$ cat config.mk
export PLATFORM = sky130hd
export DESIGN_NAME = decode_top
export DESIGN_NICKNAME = d
export VERILOG_FILES = /design/src/decode_pkg.sv /design/src/fetch_decode_if.sv /design/src/decode_top.sv /design/src/instr_fifo.sv /design/src/decoder.sv /design/src/fetch_stage_reg.sv
export SDC_FILE = /design/constraint.sdc
export NUM_CORES = 1
export LEC_CHECK = 0
export ABC_AREA = 1
export BUFFER_PORTS_ARGS = -buffer_cell sky130_fd_sc_hd__buf_2
export CAP_MARGIN = 20
export CORE_ASPECT_RATIO = 0.7
export CORE_MARGIN = 2
export CORE_UTILIZATION = 50
export CTS_BUF_LIST = sky130_fd_sc_hd__clkbuf_4 sky130_fd_sc_hd__clkbuf_8 sky130_fd_sc_hd__clkbuf_16
export DETAILED_ROUTE_END_ITERATION = 12
export HOLD_SLACK_MARGIN = 0.12
export PLACE_DENSITY = 0.69
export SYNTH_ARGS = -nofsm -noshare
export SYNTH_HDL_FRONTEND = slang
export SYNTH_HIERARCHICAL = 1
export SYNTH_SLANG_ARGS = --single-unit
$ cat constraint.sdc
create_clock -name clk -period 8.8 [get_ports clk]
set_input_delay 0.44 -clock clk [delete_from_list [all_inputs] [get_ports clk]]
set_output_delay 0.44 -clock clk [all_outputs]
set_load 0.03 [all_outputs]
$ cat src/decode_pkg.sv
// shared decode definitions
// micro-instruction opcode enum, micro-instruction struct and FIFO sizing
package decode_pkg;

	// one value per recognised RV64I / Zifencei / Zicsr instruction
	typedef enum logic [6:0] {
		op_illegal,
		op_lui, op_auipc, op_jal, op_jalr,
		// branches
		op_beq, op_bne, op_blt, op_bge, op_bltu, op_bgeu,
		// loads
		op_lb, op_lh, op_lw, op_ld, op_lbu, op_lhu, op_lwu,
		// stores
		op_sb, op_sh, op_sw, op_sd,
		// immediate alu and shifts
		op_addi, op_addiw, op_slti, op_sltiu, op_xori, op_ori, op_andi,
		op_slli, op_slliw, op_srli, op_srliw, op_srai, op_sraiw,
		// register alu
		op_add, op_addw, op_sub, op_subw, op_sll, op_sllw, op_slt, op_sltu,
		op_xor, op_srl, op_srlw, op_sra, op_sraw, op_or, op_and,
		// memory ordering and system
		op_fence, op_fence_i,
		op_ecall, op_ebreak,
		op_csrrw, op_csrrs, op_csrrc,
		op_csrrwi, op_csrrsi, op_csrrci
	} op_e;

	// compact micro-instruction handed to issue, 156 bits
	typedef struct packed {
		op_e         op;
		logic [63:0] pc;
		// sign-extended, zero for r-type and illegal words
		logic [63:0] imm;
		logic [5:0]  shamt;
		logic [4:0]  rd;
		logic [4:0]  rs1;
		logic [4:0]  rs2;
	} decode_info_t;

	// instruction FIFO sizing
	localparam int instr_fifo_depth = 4;
	localparam int instr_fifo_aw    = $clog2(instr_fifo_depth);

endpackage
$ cat src/fetch_decode_if.sv
// fetch register to decoder link
// instruction word, pc and valid level forward, push back
`timescale 1ns/1ns

interface fetch_decode_if;

	logic [31:0] instr;
	logic [63:0] pc;
	logic        valid;
	// instruction leaves the fetch register when valid and push are both high
	logic        push;

	modport producer (
		output instr,
		output pc,
		output valid,
		input  push
	);

	modport consumer (
		input  instr,
		input  pc,
		input  valid,
		output push
	);

endinterface

$ cat src/decode_top.sv
// decode slice top level
// fetch register, decoder and instruction FIFO with plain issue ports
`timescale 1ns/1ns

module decode_top (
	input  logic            clk,
	input  logic            reset,
	input  logic            instr_valid,
	input  logic [31:0]     instr,
	input  logic [63:0]     pc,
	output logic            fetch_ready,
	input  logic            issue_pop,
	output logic            issue_valid,
	output decode_pkg::op_e issue_op,
	output logic [63:0]     issue_pc,
	output logic [63:0]     issue_imm,
	output logic [5:0]      issue_shamt,
	output logic [4:0]      issue_rd,
	output logic [4:0]      issue_rs1,
	output logic [4:0]      issue_rs2
);

	fetch_decode_if fd ();

	decode_pkg::decode_info_t micro_instr;
	decode_pkg::decode_info_t head;
	logic                     push;
	logic                     full;

	fetch_stage_reg u_fetch (
		.clk         (clk),
		.reset       (reset),
		.instr_valid (instr_valid),
		.instr       (instr),
		.pc          (pc),
		.fetch_ready (fetch_ready),
		.fd          (fd.producer)
	);

	decoder u_decoder (
		.fd          (fd.consumer),
		.full        (full),
		.micro_instr (micro_instr),
		.push        (push)
	);

	instr_fifo u_instr_fifo (
		.clk       (clk),
		.reset     (reset),
		.push      (push),
		.push_data (micro_instr),
		.full      (full),
		.pop       (issue_pop),
		.pop_data  (head),
		.pop_valid (issue_valid)
	);

	// head of the FIFO onto the issue ports
	assign issue_op    = head.op;
	assign issue_pc    = head.pc;
	assign issue_imm   = head.imm;
	assign issue_shamt = head.shamt;
	assign issue_rd    = head.rd;
	assign issue_rs1   = head.rs1;
	assign issue_rs2   = head.rs2;

endmodule

$ cat src/instr_fifo.sv
// micro-instruction FIFO
// circular buffer with read / write pointers and an occupancy count
`timescale 1ns/1ns

module instr_fifo (
	input  logic                     clk,
	input  logic                     reset,
	input  logic                     push,
	input  decode_pkg::decode_info_t push_data,
	output logic                     full,
	input  logic                     pop,
	output decode_pkg::decode_info_t pop_data,
	output logic                     pop_valid
);

	decode_pkg::decode_info_t mem [decode_pkg::instr_fifo_depth];

	logic [decode_pkg::instr_fifo_aw-1:0] wr_ptr;
	logic [decode_pkg::instr_fifo_aw-1:0] rd_ptr;
	logic [decode_pkg::instr_fifo_aw:0]   count;
	logic                                 pop_en;

	assign full      = (count == (decode_pkg::instr_fifo_aw + 1)'(decode_pkg::instr_fifo_depth));
	assign pop_valid = (count != '0);
	assign pop_data  = mem[rd_ptr];

	// a pop on an empty FIFO is ignored
	assign pop_en = pop & pop_valid;

	always_ff @(posedge clk) begin
		if (reset) begin
			wr_ptr <= '0;
			rd_ptr <= '0;
			count  <= '0;
		end else begin
			// depth is a power of two, pointers wrap on their own
			if (push) begin
				wr_ptr <= wr_ptr + 1'b1;
			end
			if (pop_en) begin
				rd_ptr <= rd_ptr + 1'b1;
			end
			case ({push, pop_en})
				2'b10:   count <= count + 1'b1;
				2'b01:   count <= count - 1'b1;
				default: count <= count;
			endcase
		end
	end

	always_ff @(posedge clk) begin
		if (push) begin
			mem[wr_ptr] <= push_data;
		end
	end

endmodule

$ cat src/decoder.sv
// combinational RV64I / Zifencei / Zicsr decoder
// field split, opcode classification, immediate build and FIFO push
`timescale 1ns/1ns

module decoder (
	fetch_decode_if.consumer           fd,
	input  logic                       full,
	output decode_pkg::decode_info_t   micro_instr,
	output logic                       push
);

	// major opcode groups, low two bits always 2'b11
	typedef enum logic [6:0] {
		maj_load     = 7'b0000011,
		maj_misc_mem = 7'b0001111,
		maj_op_imm   = 7'b0010011,
		maj_auipc    = 7'b0010111,
		maj_op_imm32 = 7'b0011011,
		maj_store    = 7'b0100011,
		maj_op       = 7'b0110011,
		maj_lui      = 7'b0110111,
		maj_op_32    = 7'b0111011,
		maj_branch   = 7'b1100011,
		maj_jalr     = 7'b1100111,
		maj_jal      = 7'b1101111,
		maj_system   = 7'b1110011
	} major_e;

	typedef enum logic [2:0] {
		imm_none, imm_i, imm_s, imm_b, imm_u, imm_j
	} imm_sel_e;

	logic [6:0]        opcode;
	logic [2:0]        funct3;
	logic [6:0]        funct7;
	logic [4:0]        rd;
	logic [4:0]        rs1;
	logic [4:0]        rs2;
	logic [31:0]       ins;
	decode_pkg::op_e   op;
	imm_sel_e          imm_sel;
	logic [63:0]       imm;

	assign ins    = fd.instr;
	assign opcode = ins[6:0];
	assign rd     = ins[11:7];
	assign funct3 = ins[14:12];
	assign rs1    = ins[19:15];
	assign rs2    = ins[24:20];
	assign funct7 = ins[31:25];

	// shift-immediates carry their amount in shamt, so they keep imm_none
	always_comb begin
		op      = decode_pkg::op_illegal;
		imm_sel = imm_none;
		case (opcode)
			maj_lui: begin
				op = decode_pkg::op_lui; imm_sel = imm_u;
			end
			maj_auipc: begin
				op = decode_pkg::op_auipc; imm_sel = imm_u;
			end
			maj_jal: begin
				op = decode_pkg::op_jal; imm_sel = imm_j;
			end
			maj_jalr: begin
				if (funct3 == 3'b000) begin
					op = decode_pkg::op_jalr; imm_sel = imm_i;
				end
			end
			maj_branch: begin
				imm_sel = imm_b;
				case (funct3)
					3'b000:  op = decode_pkg::op_beq;
					3'b001:  op = decode_pkg::op_bne;
					3'b100:  op = decode_pkg::op_blt;
					3'b101:  op = decode_pkg::op_bge;
					3'b110:  op = decode_pkg::op_bltu;
					3'b111:  op = decode_pkg::op_bgeu;
					default: imm_sel = imm_none;
				endcase
			end
			maj_load: begin
				imm_sel = imm_i;
				case (funct3)
					3'b000:  op = decode_pkg::op_lb;
					3'b001:  op = decode_pkg::op_lh;
					3'b010:  op = decode_pkg::op_lw;
					3'b011:  op = decode_pkg::op_ld;
					3'b100:  op = decode_pkg::op_lbu;
					3'b101:  op = decode_pkg::op_lhu;
					3'b110:  op = decode_pkg::op_lwu;
					default: imm_sel = imm_none;
				endcase
			end
			maj_store: begin
				imm_sel = imm_s;
				case (funct3)
					3'b000:  op = decode_pkg::op_sb;
					3'b001:  op = decode_pkg::op_sh;
					3'b010:  op = decode_pkg::op_sw;
					3'b011:  op = decode_pkg::op_sd;
					default: imm_sel = imm_none;
				endcase
			end
			maj_op_imm: begin
				case (funct3)
					3'b000: begin op = decode_pkg::op_addi;  imm_sel = imm_i; end
					3'b010: begin op = decode_pkg::op_slti;  imm_sel = imm_i; end
					3'b011: begin op = decode_pkg::op_sltiu; imm_sel = imm_i; end
					3'b100: begin op = decode_pkg::op_xori;  imm_sel = imm_i; end
					3'b110: begin op = decode_pkg::op_ori;   imm_sel = imm_i; end
					3'b111: begin op = decode_pkg::op_andi;  imm_sel = imm_i; end
					// rv64 shifts use a 6-bit shamt, so only funct7[6:1] is checked
					3'b001: if (funct7[6:1] == 6'b000000) op = decode_pkg::op_slli;
					default: begin
						if (funct7[6:1] == 6'b000000)
							op = decode_pkg::op_srli;
						else if (funct7[6:1] == 6'b010000)
							op = decode_pkg::op_srai;
					end
				endcase
			end
			maj_op_imm32: begin
				case ({funct7, funct3})
					10'b0000000_001: op = decode_pkg::op_slliw;
					10'b0000000_101: op = decode_pkg::op_srliw;
					10'b0100000_101: op = decode_pkg::op_sraiw;
					default: begin
						if (funct3 == 3'b000) begin
							op = decode_pkg::op_addiw; imm_sel = imm_i;
						end
					end
				endcase
			end
			maj_op: begin
				case ({funct7, funct3})
					10'b0000000_000: op = decode_pkg::op_add;
					10'b0100000_000: op = decode_pkg::op_sub;
					10'b0000000_001: op = decode_pkg::op_sll;
					10'b0000000_010: op = decode_pkg::op_slt;
					10'b0000000_011: op = decode_pkg::op_sltu;
					10'b0000000_100: op = decode_pkg::op_xor;
					10'b0000000_101: op = decode_pkg::op_srl;
					10'b0100000_101: op = decode_pkg::op_sra;
					10'b0000000_110: op = decode_pkg::op_or;
					10'b0000000_111: op = decode_pkg::op_and;
					default:         op = decode_pkg::op_illegal;
				endcase
			end
			maj_op_32: begin
				case ({funct7, funct3})
					10'b0000000_000: op = decode_pkg::op_addw;
					10'b0100000_000: op = decode_pkg::op_subw;
					10'b0000000_001: op = decode_pkg::op_sllw;
					10'b0000000_101: op = decode_pkg::op_srlw;
					10'b0100000_101: op = decode_pkg::op_sraw;
					default:         op = decode_pkg::op_illegal;
				endcase
			end
			maj_misc_mem: begin
				if (funct3 == 3'b000) begin
					op = decode_pkg::op_fence; imm_sel = imm_i;
				end else if (funct3 == 3'b001) begin
					op = decode_pkg::op_fence_i; imm_sel = imm_i;
				end
			end
			maj_system: begin
				imm_sel = imm_i;
				case (funct3)
					3'b000: begin
						// ecall and ebreak differ only in imm[11:0], no immediate kept
						imm_sel = imm_none;
						if (ins[31:20] == 12'h000)
							op = decode_pkg::op_ecall;
						else if (ins[31:20] == 12'h001)
							op = decode_pkg::op_ebreak;
					end
					3'b001:  op = decode_pkg::op_csrrw;
					3'b010:  op = decode_pkg::op_csrrs;
					3'b011:  op = decode_pkg::op_csrrc;
					3'b101:  op = decode_pkg::op_csrrwi;
					3'b110:  op = decode_pkg::op_csrrsi;
					3'b111:  op = decode_pkg::op_csrrci;
					default: imm_sel = imm_none;
				endcase
			end
			default: op = decode_pkg::op_illegal;
		endcase
	end

	always_comb begin
		case (imm_sel)
			imm_i:   imm = {{52{ins[31]}}, ins[31:20]};
			imm_s:   imm = {{52{ins[31]}}, ins[31:25], ins[11:7]};
			imm_b:   imm = {{52{ins[31]}}, ins[7], ins[30:25], ins[11:8], 1'b0};
			imm_u:   imm = {{32{ins[31]}}, ins[31:12], 12'b0};
			imm_j:   imm = {{44{ins[31]}}, ins[19:12], ins[20], ins[30:21], 1'b0};
			default: imm = 64'd0;
		endcase
	end

	assign micro_instr = '{
		op:    op,
		pc:    fd.pc,
		imm:   imm,
		shamt: ins[25:20],
		rd:    rd,
		rs1:   rs1,
		rs2:   rs2
	};

	// the only full check on the path
	assign push    = fd.valid & ~full;
	assign fd.push = push;

endmodule

$ cat src/fetch_stage_reg.sv
// fetch to decode register
// one instruction slot with valid flag and fetch_ready back-pressure
`timescale 1ns/1ns

module fetch_stage_reg (
	input  logic        clk,
	input  logic        reset,
	input  logic        instr_valid,
	input  logic [31:0] instr,
	input  logic [63:0] pc,
	output logic        fetch_ready,
	fetch_decode_if.producer fd
);

	logic        valid_q;
	logic [31:0] instr_q;
	logic [63:0] pc_q;
	logic        load;

	// slot is free when empty or draining this cycle
	assign fetch_ready = ~valid_q | fd.push;
	assign load = instr_valid & fetch_ready;

	always_ff @(posedge clk) begin
		if (reset) begin
			valid_q <= 1'b0;
		end else if (load) begin
			valid_q <= 1'b1;
		end else if (fd.push) begin
			valid_q <= 1'b0;
		end
	end

	always_ff @(posedge clk) begin
		if (load) begin
			instr_q <= instr;
			pc_q    <= pc;
		end
	end

	assign fd.instr = instr_q;
	assign fd.pc    = pc_q;
	assign fd.valid = valid_q;

endmodule

==> results of run 1 <==
cell usage after synthesis:
cell type,count,area (µm²)
a21boi_0,1,7.51
a21oi_1,19,95.1
a21oi_2,1,8.76
buf_2,14,70.1
buf_4,132,991
buf_6,26,293
clkbuf_1,54,203
clkbuf_2,2,10.0
conb_1,1,3.75
dfxtp_1,10,200
edfxtp_1,720,21600
fa_1,1,20.0
ha_1,5,62.6
inv_1,54,203
inv_2,7,26.3
inv_4,3,18.8
inv_6,1,8.76
nand2_1,128,480
nand2_2,5,31.3
nand3_1,48,240
nand3_2,4,40.0
nand3_4,1,17.5
nand4_1,9,56.3
nand4_2,1,12.5
nand4_4,1,21.3
nor2_1,358,1340
nor2_2,5,31.3
nor2_4,5,56.3
nor2_8,1,20.0
nor3_1,7,35.0
nor3_2,1,10.0
o211ai_1,2,15.0
o21ai_0,287,1440
o21ai_1,45,225
o21bai_1,1,7.51
o22ai_1,157,982
o31ai_1,2,15.0
or2_0,1,6.26
state kept, by name, summed over array words and instances, names as in the netlist, named ones only:
name / cells
u_instr_fifo/mem: 624
u_fetch/fd.pc: 64
u_fetch/fd.instr: 32
u_instr_fifo/count: 3
u_instr_fifo/rd_ptr: 2
u_instr_fifo/wr_ptr: 2
u_fetch/fd.valid: 1
stage by stage:
| stage | instance area [µm²] | total power [mW] |
|---|---|---|
| 2_1_floorplan | 28900 | 5.86 |
| 3_3_place_gp | 29800 | 6.43 |
| 3_5_place_dp | 29800 | 6.47 |
| 4_1_cts | 33100 | 9.56 |
| 5_1_grt | 33100 | 9.88 |
| 6_report | 33100 | 9.49 |
per-layer routing:
metal,vias up,share of wire,global-route usage
li1,8095,-,-
met1,8747,0.44,0.311
met2,664,0.46,0.349
met3,118,0.072,0.0463
met4,2,0.027,0.0733
met5,-,0.00020,0
worst max path at each step:
stage,from,to,slack [ns],depth (start not counted)
finish,flip-flop,issue_pc[10],4.52,5
floorplan,u_instr_fifo/count[2],u_fetch/fd.instr[0],2.96,5
global placement,flip-flop,issue_imm[36],5.19,5
detailed placement,flip-flop,issue_imm[48],5.15,5
global route,flip-flop,issue_pc[5],4.21,5
CTS,flip-flop,issue_imm[48],4.51,5
tightest hold or removal path: stages:
cell     delay (ns)
buf_2          0.08
inv_1          0.06
a21oi_2        0.13
report_power, final:
part,switching [mW],leakage (nW),internal [mW]
clock,1.24,1.15,1.82
sequential,0.112,6.91,4.04
combinational,1.71,3.94,0.565
repair_timing:
action,4_1_cts,5_1_grt
hold endpoints to repair,99,0
hold buffers,98,0
buffers inserted,0,0
cell type report:
| type | instances | area [µm²] | share of cell area |
|---|---|---|---|
| flip-flops and latches | 730 | 21800 | 0.659 |
| multi-input cells | 1097 | 5300 | 0.160 |
| repair buffers | 376 | 2460 | 0.0743 |
| clock buffers | 82 | 1880 | 0.0566 |
| well taps | 750 | 938 | 0.0283 |
| clock inverters | 38 | 458 | 0.0138 |
| inverters | 65 | 282 | 0.00849 |
logic make-up after synthesis:
family,count (synthesis)
AOI/OAI and AO/OA,515
adders and majority gates,6
buffers and inverters,293
DFF,730
other,1
and+or+nand+nor,575
placed cells by master, fill, tap and decap left out, types with 2 or more instances in the layout:
cell type	netlist	layout
a21oi_1	19	18
edfxtp_1	720	720
nor3_1	7	7
dfxtp_4	0	2
nor2_2	5	5
nor2_1	358	358
nand2_2	5	5
nand3_1	48	48
clkbuf_4	0	10
o31ai_1	2	2
o22ai_1	157	157
buf_4	132	18
buf_2	14	258
o21ai_0	287	287
dlygate4sd3_1	0	98
nand2_1	128	127
inv_6	1	5
buf_16	0	2
inv_2	7	7
o21ai_1	45	45
o211ai_1	2	2
ha_1	5	5
nor2_4	5	5
clkinvlp_4	0	2
inv_4	3	4
inv_1	54	49
clkinv_1	0	14
nand4_1	9	9
nand3_2	4	4
clkinv_2	0	9
clkbuf_16	0	72
bufinv_16	0	10
dfxtp_1	10	8
==> results.rst, run 1 <==
.. list-table::
   :header-rows: 1

   * - Metric
     - Value
   * - Adder and majority gate portion of the synthesized area
     - 0.00285
   * - Share of cell area taken by muxes after synthesis
     - 0
   * - # fillers
     - 4,441
   * - Number of iterations in the first detailed-routing pass
     - 5
   * - Ports placed on the boundary
     - between 200 and 300
   * - Worst hold margin
     - roughly 0.16 ns
   * - RSZ-0062 raised after global routing
     - false
   * - Final worst slack
     - ~4.5 ns
   * - Slack of the worst reg-to-reg path
     - 5.24 ns
   * - Final Max Slew Viols
     - 0
   * - Number of nets in the layout
     - 2,444
   * - Placed Instances
     - about 2,900
   * - Pre-CTS worst setup slack
     - 5.15 ns
   * - N_diodes
     - 0
   * - Mean Syn Cell Area
     - about 14 µm²
   * - Rel. slew slack
     - 0.277
   * - Summed instance area of the synthesized netlist
     - 28,900 µm²
   * - Worst Clk Skew
     - ~0.023 ns
   * - Total of max-cap violations
     - 0
   * - Number of setup violations in the final report
     - 0
   * - Fin cells
     - between 3,000 and 4,000
   * - Row cnt
     - 73
   * - Worst reg2reg path depth
     - 6
   * - Wire length after detailed routing
     - 66.6 mm
   * - Via count of the first global-routing pass
     - 17,200
   * - CP delay by family, top
     - buffers and inverters
   * - Overall via count from detail_route
     - between 15,000 and 20,000
   * - Power density relative to cell area
     - 286 nW/µm²
   * - Initial antenna violation count
     - 1
   * - Instance count along the most critical hold path
     - 3
   * - TritonCTS clock tree
     - yes
   * - Dominant combinational cell family by area after synthesis
     - compound AO/OA/AOI/OAI gates
   * - Simple-gate portion of the synthesized area
     - 0.0831
   * - Fraction of synthesized cell area in xor and xnor cells
     - 0
   * - Number of remaining DRC errors
     - 0
   * - Overall track demand over capacity in global routing
     - 0.221
   * - Number of different library cells in the post-synthesis netlist
     - 38
   * - CTS clk-pin slew, worst paths
     - roughly 0.06 ns
   * - Total die area
     - 59,800 µm²
   * - Post-layout utilization of the core
     - 0.582
   * - Startpoint-to-endpoint class of the critical path
     - reg2out
   * - Standard cell with the maximum stage delay on the critical path
     - buf_4
   * - Endpoint class of the critical path
     - primary output
   * - Fraction of the mapped netlist area in compound gates
     - 0.0965
   * - Clock Latency Late Sink
     - 0.61 ns
   * - Post-detail-place hpwl
     - about 37 mm
   * - CTS Root Cell
     - clkbuf_16
   * - Gate count after technology mapping
     - 2,120
   * - Layout cell share with drive strength beyond 1
     - 0.180
   * - Die width
     - 291 µm
   * - Buffers from clock root to sink, at most
     - 3
   * - Static leakage
     - between 10 and 15 nW
   * - Count of nets left with antenna violations after detail routing
     - 0
   * - Largest net degree at the start of global routing
     - between 200 and 250
   * - Overflow after GRT
     - 0
   * - Core outline area
     - 57,000 µm²
   * - Worst IR drop on VDD
     - between 0.15 and 0.2 mV
   * - First-pass GRT wire length
     - 100 mm
   * - Max stage delay on crit path
     - roughly 0.92 ns
   * - Outcome
     - complete, no violations
   * - Critical path buffers and inverters
     - 3
   * - Source of the worst hold timing path
     - instr_valid
   * - GPL Wtd Cong
     - 0.940
   * - Critical Path RT
     - around 8.4 ns
   * - Vias per cell
     - approximately 5.6
   * - Total number of yosys warnings
     - 6
   * - Gates resized, CTS repair
     - 0
   * - Num CTS Buffers
     - roughly 70
   * - DR iter-0 viols
     - 1,479
   * - Sequential cell area fraction in the yosys report
     - 0.754
   * - Capture point of the worst reg-to-reg path
     - u_instr_fifo/mem[0][76]
   * - Data arrival time of the critical path
     - ~3.8 ns
   * - Share of the cycle needed by the critical path after routing
     - 0.486
   * - H-tree depth
     - 3
   * - Highest Clock Rate
     - 234 MHz
   * - End of the worst hold path
     - u_fetch/fd.valid
   * - Largest fanout on the critical path
     - roughly 110
   * - TritonCTS sink count
     - between 700 and 800
   * - Flops & latches, synth
     - 730
   * - Cell occurring most often along the worst timing path
     - buf_4
   * - Average wire per cell in the routed design
     - between 20 and 25 µm
   * - Die height
     - between 200 and 250 µm
   * - Port buffer count
     - approximately 260
   * - Element type at the critical path start
     - flip-flop
   * - Final hold violations
     - 0
   * - Shortest clock period the worst path allows after layout
     - 4.28 ns
   * - Sequence of cells on the critical path
     - buf_4, buf_4, o21ai_0, o22ai_1, buf_2
   * - Layout area overhead
     - 14.6%
   * - Slew at the pin closest to its max-slew limit
     - around 1.1 ns
   * - Worst reg2reg path startpoint
     - u_instr_fifo/count[1]
   * - Synthesized netlist net count
     - roughly 2,200
   * - Total negative slack for setup checks
     - 0 ns
   * - Starting density of the core
     - 0.508
   * - Worst min-delay path category
     - in2reg
Note: power is estimated with default switching activity, not from simulation.
==> run 2, diff against run 1 <==
- clock period: 8.8 -> 4.2 ns (I/O delays scaled with it)
==> results.rst, run 2 (synthesis results as in run 1) <==
.. list-table::
   :header-rows: 1

   * - Metric
     - Value
   * - Worst Clk Skew
     - 0.0274 ns (was 0.0230 ns)
   * - Relative contribution of the clock network to total power
     - 0.319 (was 0.322)
   * - Worst IR drop on VDD
     - 0.420 mV (was 0.160 mV)
   * - Count of nets left with antenna violations after detail routing
     - 0 (unchanged)
   * - Switching share of total power
     - 0.327 (was 0.322)
   * - Startpoint-to-endpoint class of the critical path
     - reg2out (unchanged)
   * - Largest net degree at the start of global routing
     - 203 (was 209)
   * - CTS clk-pin slew, worst paths
     - 0.07 ns (was 0.06 ns)
   * - Sequence of cells on the critical path
     - inv_8, buf_4, o21ai_0, o22ai_1, buf_2 (was buf_4, buf_4, o21ai_0, o22ai_1, buf_2)
   * - Register bank with the most flops
     - u_instr_fifo/mem (unchanged)
   * - Element type at the critical path start
     - flip-flop (unchanged)
   * - TritonCTS clock tree
     - yes (unchanged)
   * - Total of max-cap violations
     - 0 (unchanged)
   * - CP delay by family, top
     - buffers and inverters (unchanged)
   * - Final Max Slew Viols
     - 0 (unchanged)
   * - Buffers from clock root to sink, at most
     - 3 (unchanged)
   * - Worst min-delay path category
     - in2reg (unchanged)
   * - CTS Root Cell
     - clkbuf_16 (unchanged)
   * - Row cnt
     - 73 (unchanged)
   * - Final hold violations
     - 0 (unchanged)
   * - Highest Clock Rate
     - 304 MHz
   * - Port buffer count
     - 257 (unchanged)
   * - Via count of the first global-routing pass
     - 17,000 (was 17,200)
   * - Power density relative to cell area
     - 596 nW/µm² (was 286 nW/µm²)
   * - Num CTS Buffers
     - 70 (was 68)
   * - Post-layout utilization of the core
     - 0.585 (was 0.582)
   * - Number of remaining DRC errors
     - 0 (unchanged)
   * - Gates resized, CTS repair
     - 0 (unchanged)
   * - Number of iterations in the first detailed-routing pass
     - 4 (was 5)
   * - Data arrival time of the critical path
     - 3.07 ns (was 3.84 ns)
   * - Overall via count from detail_route
     - 17,500 (was 17,600)
   * - Placed Instances
     - 2,925 (was 2,917)
   * - Overall track demand over capacity in global routing
     - 0.219 (was 0.221)
   * - Number of setup violations in the final report
     - 0 (unchanged)
   * - TritonCTS sink count
     - 730 (unchanged)
   * - Number of flip-flops under the largest register name
     - 624 (unchanged)
   * - Slew at the pin closest to its max-slew limit
     - 1.05 ns (was 1.09 ns)
   * - Standard cell with the maximum stage delay on the critical path
     - inv_8 (was buf_4)
   * - GPL Wtd Cong
     - 0.876 (was 0.940)
   * - Static leakage
     - 12.0 nW (about the same)
   * - RSZ-0062 raised after global routing
     - false (unchanged)
   * - Post-detail-place hpwl
     - 37.9 mm (was 37.0 mm)
   * - Core outline area
     - 57,000 µm² (unchanged)
   * - DR iter-0 viols
     - 1,560 (was 1,479)
   * - Rel. slew slack
     - 0.298 (was 0.277)
   * - Layout cell share with drive strength beyond 1
     - 0.185 (was 0.180)
   * - Internal power consumption
     - 13.4 mW (was 6.43 mW)
   * - H-tree depth
     - 3 (unchanged)
   * - Total die area
     - 59,800 µm² (unchanged)
   * - Ports placed on the boundary
     - 258 (unchanged)
   * - Commonest non-fill, non-tap cell in the layout
     - edfxtp_1 (unchanged)
   * - Wire length after detailed routing
     - 66.5 mm (was 66.6 mm)
   * - Critical Path RT
     - 3.99 ns (was 8.36 ns)
   * - Vias per cell
     - 5.57 (was 5.62)
   * - Psw
     - 6.49 mW (was 3.06 mW)
   * - Die height
     - 205 µm (unchanged)
   * - Non-Filler Cell Area, Final
     - 33,300 µm² (was 33,100 µm²)
   * - Largest fanout on the critical path
     - 175 (was 107)
   * - Critical path buffers and inverters
     - 3 (unchanged)
   * - Outcome
     - complete, no violations (unchanged)
   * - Comb pwr share
     - 0.243 (was 0.240)
   * - Fin cells
     - 3,150 (was 3,138)
   * - Clock Latency Late Sink
     - 0.60 ns (was 0.61 ns)
   * - Share of the cycle needed by the critical path after routing
     - 0.782
   * - Worst hold margin
     - 0.184 ns (was 0.164 ns)
   * - Total negative slack for setup checks
     - 0 ns (unchanged)
   * - Sequential power share
     - 0.438 (about the same)
   * - Max stage delay on crit path
     - 0.68 ns (was 0.92 ns)
   * - Shortest clock period the worst path allows after layout
     - between 3 and 4 ns
   * - Cell area after placement
     - 30,000 µm² (was 29,800 µm²)
   * - Average wire per cell in the routed design
     - 21.1 µm (was 21.2 µm)
   * - Initial antenna violation count
     - 1 (unchanged)
   * - First-pass GRT wire length
     - 99.9 mm (was 100 mm)
   * - Endpoint class of the critical path
     - primary output (unchanged)
   * - Starting density of the core
     - 0.508 (unchanged)
   * - Die width
     - 291 µm (unchanged)
   * - Number of nets in the layout
     - 2,452 (was 2,444)
   * - Commonest cells after routing, fill and taps aside
     - edfxtp_1, nor2_1, o21ai_0 (unchanged)
   * - Layout area overhead
     - 15.2% (was 14.6%)
   * - Overflow after GRT
     - 0 (unchanged)
run 2: changes by cell type in the layout (fill, tap and decap cells not counted), moves of 4 or more:
cell        change
buf_12         +14
buf_4           -6
clkbuf_4        -6
clkinv_1        -5
clkinv_2       +12
clkinvlp_4      +7
inv_6           -4
run 2: power groups by stage:
stage          Sequential (mW)  Combinational [mW]  Clock [mW]
2_1_floorplan             8.74                3.52           0
3_3_place_gp              8.82                4.69           0
3_5_place_dp              8.85                4.77           0
4_1_cts                   8.69                4.86        6.47
5_1_grt                   8.73                5.17        6.74
6_report                  8.69                4.83        6.34
run 2: cell type report:
cell class / count / area (µm²)
Fill cell: 4385 / 23700
Sequential cell: 730 / 21800
Clock inverter: 48 / 484
Clock buffer: 77 / 1850
Inverter: 65 / 277
Timing Repair Buffer: 382 / 2650
Antenna cell: 1 / 2.50
Multi-Input combinational cell: 1097 / 5300
Tap cell: 750 / 938
run 2: path summary, 6_finish.rpt:
path	from	end	slack (ns)	depth (start not counted)
max	flip-flop	issue_pc[7]	0.92	5
min	instr_valid	u_fetch/fd.pc[63]	0.18	3
max reg2reg	u_fetch/fd.instr[13]	u_instr_fifo/mem[3][71]	1.39	10
min reg2reg	u_fetch/fd.pc[34]	u_instr_fifo/mem[3][119]	0.48	0
run 2: what timing repair did:
item	in CTS	in global routing
endpoints found under the setup margin	0	0
hold endpoints to repair	106	0
hold buffers	99	0
setup buffers	0	0
run 2: through the flow:
step | setup slack (ns) | power [mW]
2_1_floorplan | 0.336 | 12.3
3_3_place_gp | 1.48 | 13.5
3_5_place_dp | 1.44 | 13.6
4_1_cts | 0.862 | 20.0
5_1_grt | 0.679 | 20.6
6_report | 0.915 | 19.9
run 2: worst reg2reg max path: stages, from the launching register on:
cell and delay [ns]:
edfxtp_1 0.58, inv_1 0.20, nand2_2 0.13, nor2_2 0.24, nand3_1 0.15, nand2_1 0.14, nor2_4 0.06, nand3_4 0.10
nand4_4 0.22, nand2_4 0.37, buf_12 0.37
run 2: routing by layer:
layer  global-route usage  vias to the layer above  part of all wire
met5                    0                        -                 0
met1                0.316                     8803              0.45
met2                0.352                      536              0.47
met3               0.0370                       85             0.057
li1                     -                     8108                 -
met4               0.0547                        0             0.017
==> run 3, diff against run 2 <==
- ABC_AREA: 1 -> 0
- clock period: 4.2 -> 3.2 ns (I/O delays scaled with it)
==> results.rst, run 3 <==
.. list-table::
   :header-rows: 1

   * - Metric
     - Value
   * - Outcome
     - complete, no violations (unchanged)
   * - Static leakage
     - 11.1 nW (was 12.0 nW)
   * - Gates resized, CTS repair
     - 0 (unchanged)
   * - Source of the worst hold timing path
     - pc[54] (was instr_valid)
   * - Worst reg2reg path startpoint
     - u_fetch/fd.instr[4] (was u_fetch/fd.instr[13])
   * - Standard cell with the maximum stage delay on the critical path
     - edfxtp_1 (was inv_8)
   * - Worst setup path start
     - u_fetch/fd.instr[4]
   * - Detail Route met3 WL
     - 3.42 mm (was 3.78 mm)
   * - Mean Syn Cell Area
     - 21.3 µm² (was 13.6 µm²)
   * - CTS clk-pin slew, worst paths
     - 0.06 ns (was 0.07 ns)
   * - CTS Root Cell
     - clkbuf_16 (unchanged)
   * - Cell accounting for the most synthesized area
     - edfxtp_1 (unchanged)
   * - Overall via count from detail_route
     - 13,500 (was 17,500)
   * - Overall track demand over capacity in global routing
     - 0.194 (was 0.219)
   * - TritonCTS sink count
     - 730 (unchanged)
   * - Row cnt
     - 73 (unchanged)
   * - Number of iterations in the first detailed-routing pass
     - 8 (was 4)
   * - Area fraction of the dominant cell type after synthesis
     - 0.758 (was 0.747)
   * - # fillers
     - 4,002 (was 4,385)
   * - FFs w/ async S/R, synth
     - 0 (unchanged)
   * - Startpoint-to-endpoint class of the critical path
     - reg2reg (was reg2out)
   * - Flip-flop cell with the highest count after synthesis
     - edfxtp_1 (unchanged)
   * - Commonest cells after routing, fill and taps aside
     - edfxtp_1, buf_2, mux4_2 (was edfxtp_1, nor2_1, o21ai_0)
   * - Total of max-cap violations
     - 0 (unchanged)
   * - Number of remaining DRC errors
     - 0 (unchanged)
   * - CP delay by family, top
     - compound AO/OA/AOI/OAI gates (was buffers and inverters)
   * - PnR Total Power
     - 25.5 mW (was 19.9 mW)
   * - Final Max Slew Viols
     - 0 (unchanged)
   * - Most repeated cell in the gate-level netlist after synthesis
     - edfxtp_1 (unchanged)
   * - Ports placed on the boundary
     - 258 (unchanged)
   * - DR iter-0 viols
     - 1,199 (was 1,560)
   * - Data arrival time of the critical path
     - 3.04 ns (was 3.07 ns)
   * - Number of setup buffers added after CTS
     - 0 (unchanged)
   * - Worst Clk Skew
     - 0.0154 ns (was 0.0274 ns)
   * - Shortest clock period the worst path allows after layout
     - 2.62 ns
   * - Leading cell types by count after synthesis
     - edfxtp_1, mux4_2, buf_4, nand2_1, nor2_1 (was edfxtp_1, nor2_1, o21ai_0, o22ai_1, buf_4)
   * - Critical path buffers and inverters
     - 1 (was 3)
   * - Total number of yosys warnings
     - 6 (unchanged)
   * - Highest Clock Rate
     - about 380 MHz
   * - Uppermost layer routed
     - met4 (unchanged)
   * - Starting density of the core
     - 0.504 (was 0.508)
   * - Number of setup violations in the final report
     - 0 (unchanged)
   * - Rel. slew slack
     - 0.426 (was 0.298)
   * - Commonest non-fill, non-tap cell in the layout
     - edfxtp_1 (unchanged)
   * - Power density relative to cell area
     - 765 nW/µm² (was 596 nW/µm²)
   * - Worst min-delay path category
     - in2reg (unchanged)
   * - Clock Latency Late Sink
     - 0.60 ns (about the same)
   * - Number of flip-flops under the largest register name
     - 624 (unchanged)
   * - Wire length after detailed routing
     - 56.5 mm (was 66.5 mm)
   * - GPL Wtd Cong
     - 0.848 (was 0.876)
   * - Layout cell share with drive strength beyond 1
     - 0.349 (was 0.185)
   * - Final hold violations
     - 0 (unchanged)
   * - Total negative slack for setup checks
     - 0 ns (unchanged)
   * - Critical Path RT
     - 3.61 ns (was 3.99 ns)
   * - Largest net degree at the start of global routing
     - 70 (was 203)
   * - Endpoint class of the critical path
     - flip-flop (was primary output)
   * - RSZ-0062 raised after global routing
     - false (unchanged)
   * - Layout area overhead
     - 16.8% (was 15.2%)
   * - Leading post-synthesis cells by cell area
     - edfxtp_1, mux4_2, buf_4 (was edfxtp_1, o21ai_0, nor2_1)
   * - Post-detail-place hpwl
     - 33.7 mm (was 37.9 mm)
   * - Summed instance area of the synthesized netlist
     - 28,500 µm² (was 28,900 µm²)
   * - Sequential cell area fraction in the yosys report
     - 0.765 (was 0.754)
   * - Number of different library cells in the post-synthesis netlist
     - 69 (was 38)
   * - Port buffer count
     - 257 (unchanged)
   * - Routed wire length on met2
     - 27.5 mm (was 31.5 mm)
   * - Gate count after technology mapping
     - 1,341 (was 2,120)
   * - Flops & latches, synth
     - 730 (unchanged)
   * - Num CTS Buffers
     - 70 (unchanged)
   * - H-tree depth
     - 3 (unchanged)
   * - Initial antenna violation count
     - 0 (was 1)
   * - Number of hold buffers added after cts
     - 100 (was 99)
   * - Slew at the pin closest to its max-slew limit
     - 0.854 ns (was 1.05 ns)
   * - Average wire per cell in the routed design
     - 23.2 µm (was 21.1 µm)
   * - M1 WL
     - 24.5 mm (was 30.1 mm)
   * - Share of the cycle needed by the critical path after routing
     - 0.820
   * - TritonCTS clock tree
     - yes (unchanged)
   * - Register bank with the most flops
     - u_instr_fifo/mem (unchanged)
   * - Die width
     - 289 µm (was 291 µm)
   * - Total die area
     - 59,000 µm² (was 59,800 µm²)
   * - Max stage delay on crit path
     - 0.54 ns (was 0.68 ns)
   * - Via count of the first global-routing pass
     - 14,100 (was 17,000)
   * - Buffers from clock root to sink, at most
     - 3 (unchanged)
   * - Die height
     - 204 µm (was 205 µm)
   * - First-pass GRT wire length
     - 85.0 mm (was 99.9 mm)
   * - Element type at the critical path start
     - flip-flop (unchanged)
   * - Core outline area
     - 56,500 µm² (was 57,000 µm²)
   * - Number of nets in the layout
     - 1,745 (was 2,452)
   * - Largest fanout on the critical path
     - 58 (was 175)
   * - Number of enable flip-flop cells after synthesis
     - 720 (unchanged)
   * - Count of nets left with antenna violations after detail routing
     - 0 (unchanged)
   * - Worst IR drop on VDD
     - 0.670 mV (was 0.420 mV)
   * - Sequence of cells on the critical path
     - or3b_1, o32ai_1, a32oi_1, and2_1, a31oi_4, buf_12 (was inv_8, buf_4, o21ai_0, o22ai_1, buf_2)
   * - Vias per cell
     - 5.52 (was 5.57)
   * - Overflow after GRT
     - 0 (unchanged)
   * - N_diodes
     - 0 (was 1)
   * - Synthesized netlist net count
     - 1,447 (was 2,226)
## run 3: area by class of cell
type / instances / area [µm²] / area share
Clock inverter: 28 / 199 / 0.00598
Tap cell: 750 / 938 / 0.0282
Multi-Input combinational cell: 415 / 5200 / 0.156
Clock buffer: 93 / 2020 / 0.0606
Inverter: 14 / 52.6 / 0.00158
Timing Repair Buffer: 408 / 3050 / 0.0915
Sequential cell: 730 / 21800 / 0.656
## run 3: final timing paths
path                                   end  slack [ns]  cells after the start
hold / removal           u_fetch/fd.pc[54]        0.27                      2
setup / recovery   u_instr_fifo/mem[3][56]        0.58                      6
setup reg to reg   u_instr_fifo/mem[3][56]        0.58                      6
hold reg to reg   u_instr_fifo/mem[0][134]        0.49                      0
## run 3: cell families after synthesis
family,Yosys count,synth area share
xor gates and xnor gates,10,0.00307
buffers and inverters,196,0.0529
AOI/OAI and AO/OA,97,0.0238
other,1,0.000132
adders and majority gates,6,0.00290
and+or+nand+nor,140,0.0267
DFF,730,0.765
muxes,161,0.125
## run 3: layer usage
metal  up-vias  track usage
met1      7006        0.278
li1       5968            -
met3        86       0.0461
met5         -            0
met2       409        0.305
met4         0       0.0477
## run 3: metrics by stage
stage | util | setup slack, ns | area [µm²] | cells | hold slack [ns]
floorplan | - | -0.0610 | 28500 | 1341 | 0.222
global placement | 0.532 | 0.659 | 30100 | 2217 | 0.336
detailed placement | 0.532 | 0.597 | 30100 | 2217 | 0.338
CTS | 0.589 | 0.503 | 33300 | 2438 | 0.226
global route | 0.589 | 0.357 | 33300 | 2438 | 0.233
finish | 0.589 | 0.576 | 33300 | 2438 | 0.270
## run 3: where the power goes
group	internal (mW)	switching, mW	total, mW
combinational	2.36	3.79	6.15
sequential	11.1	0.274	11.4
clock	4.54	3.36	7.90
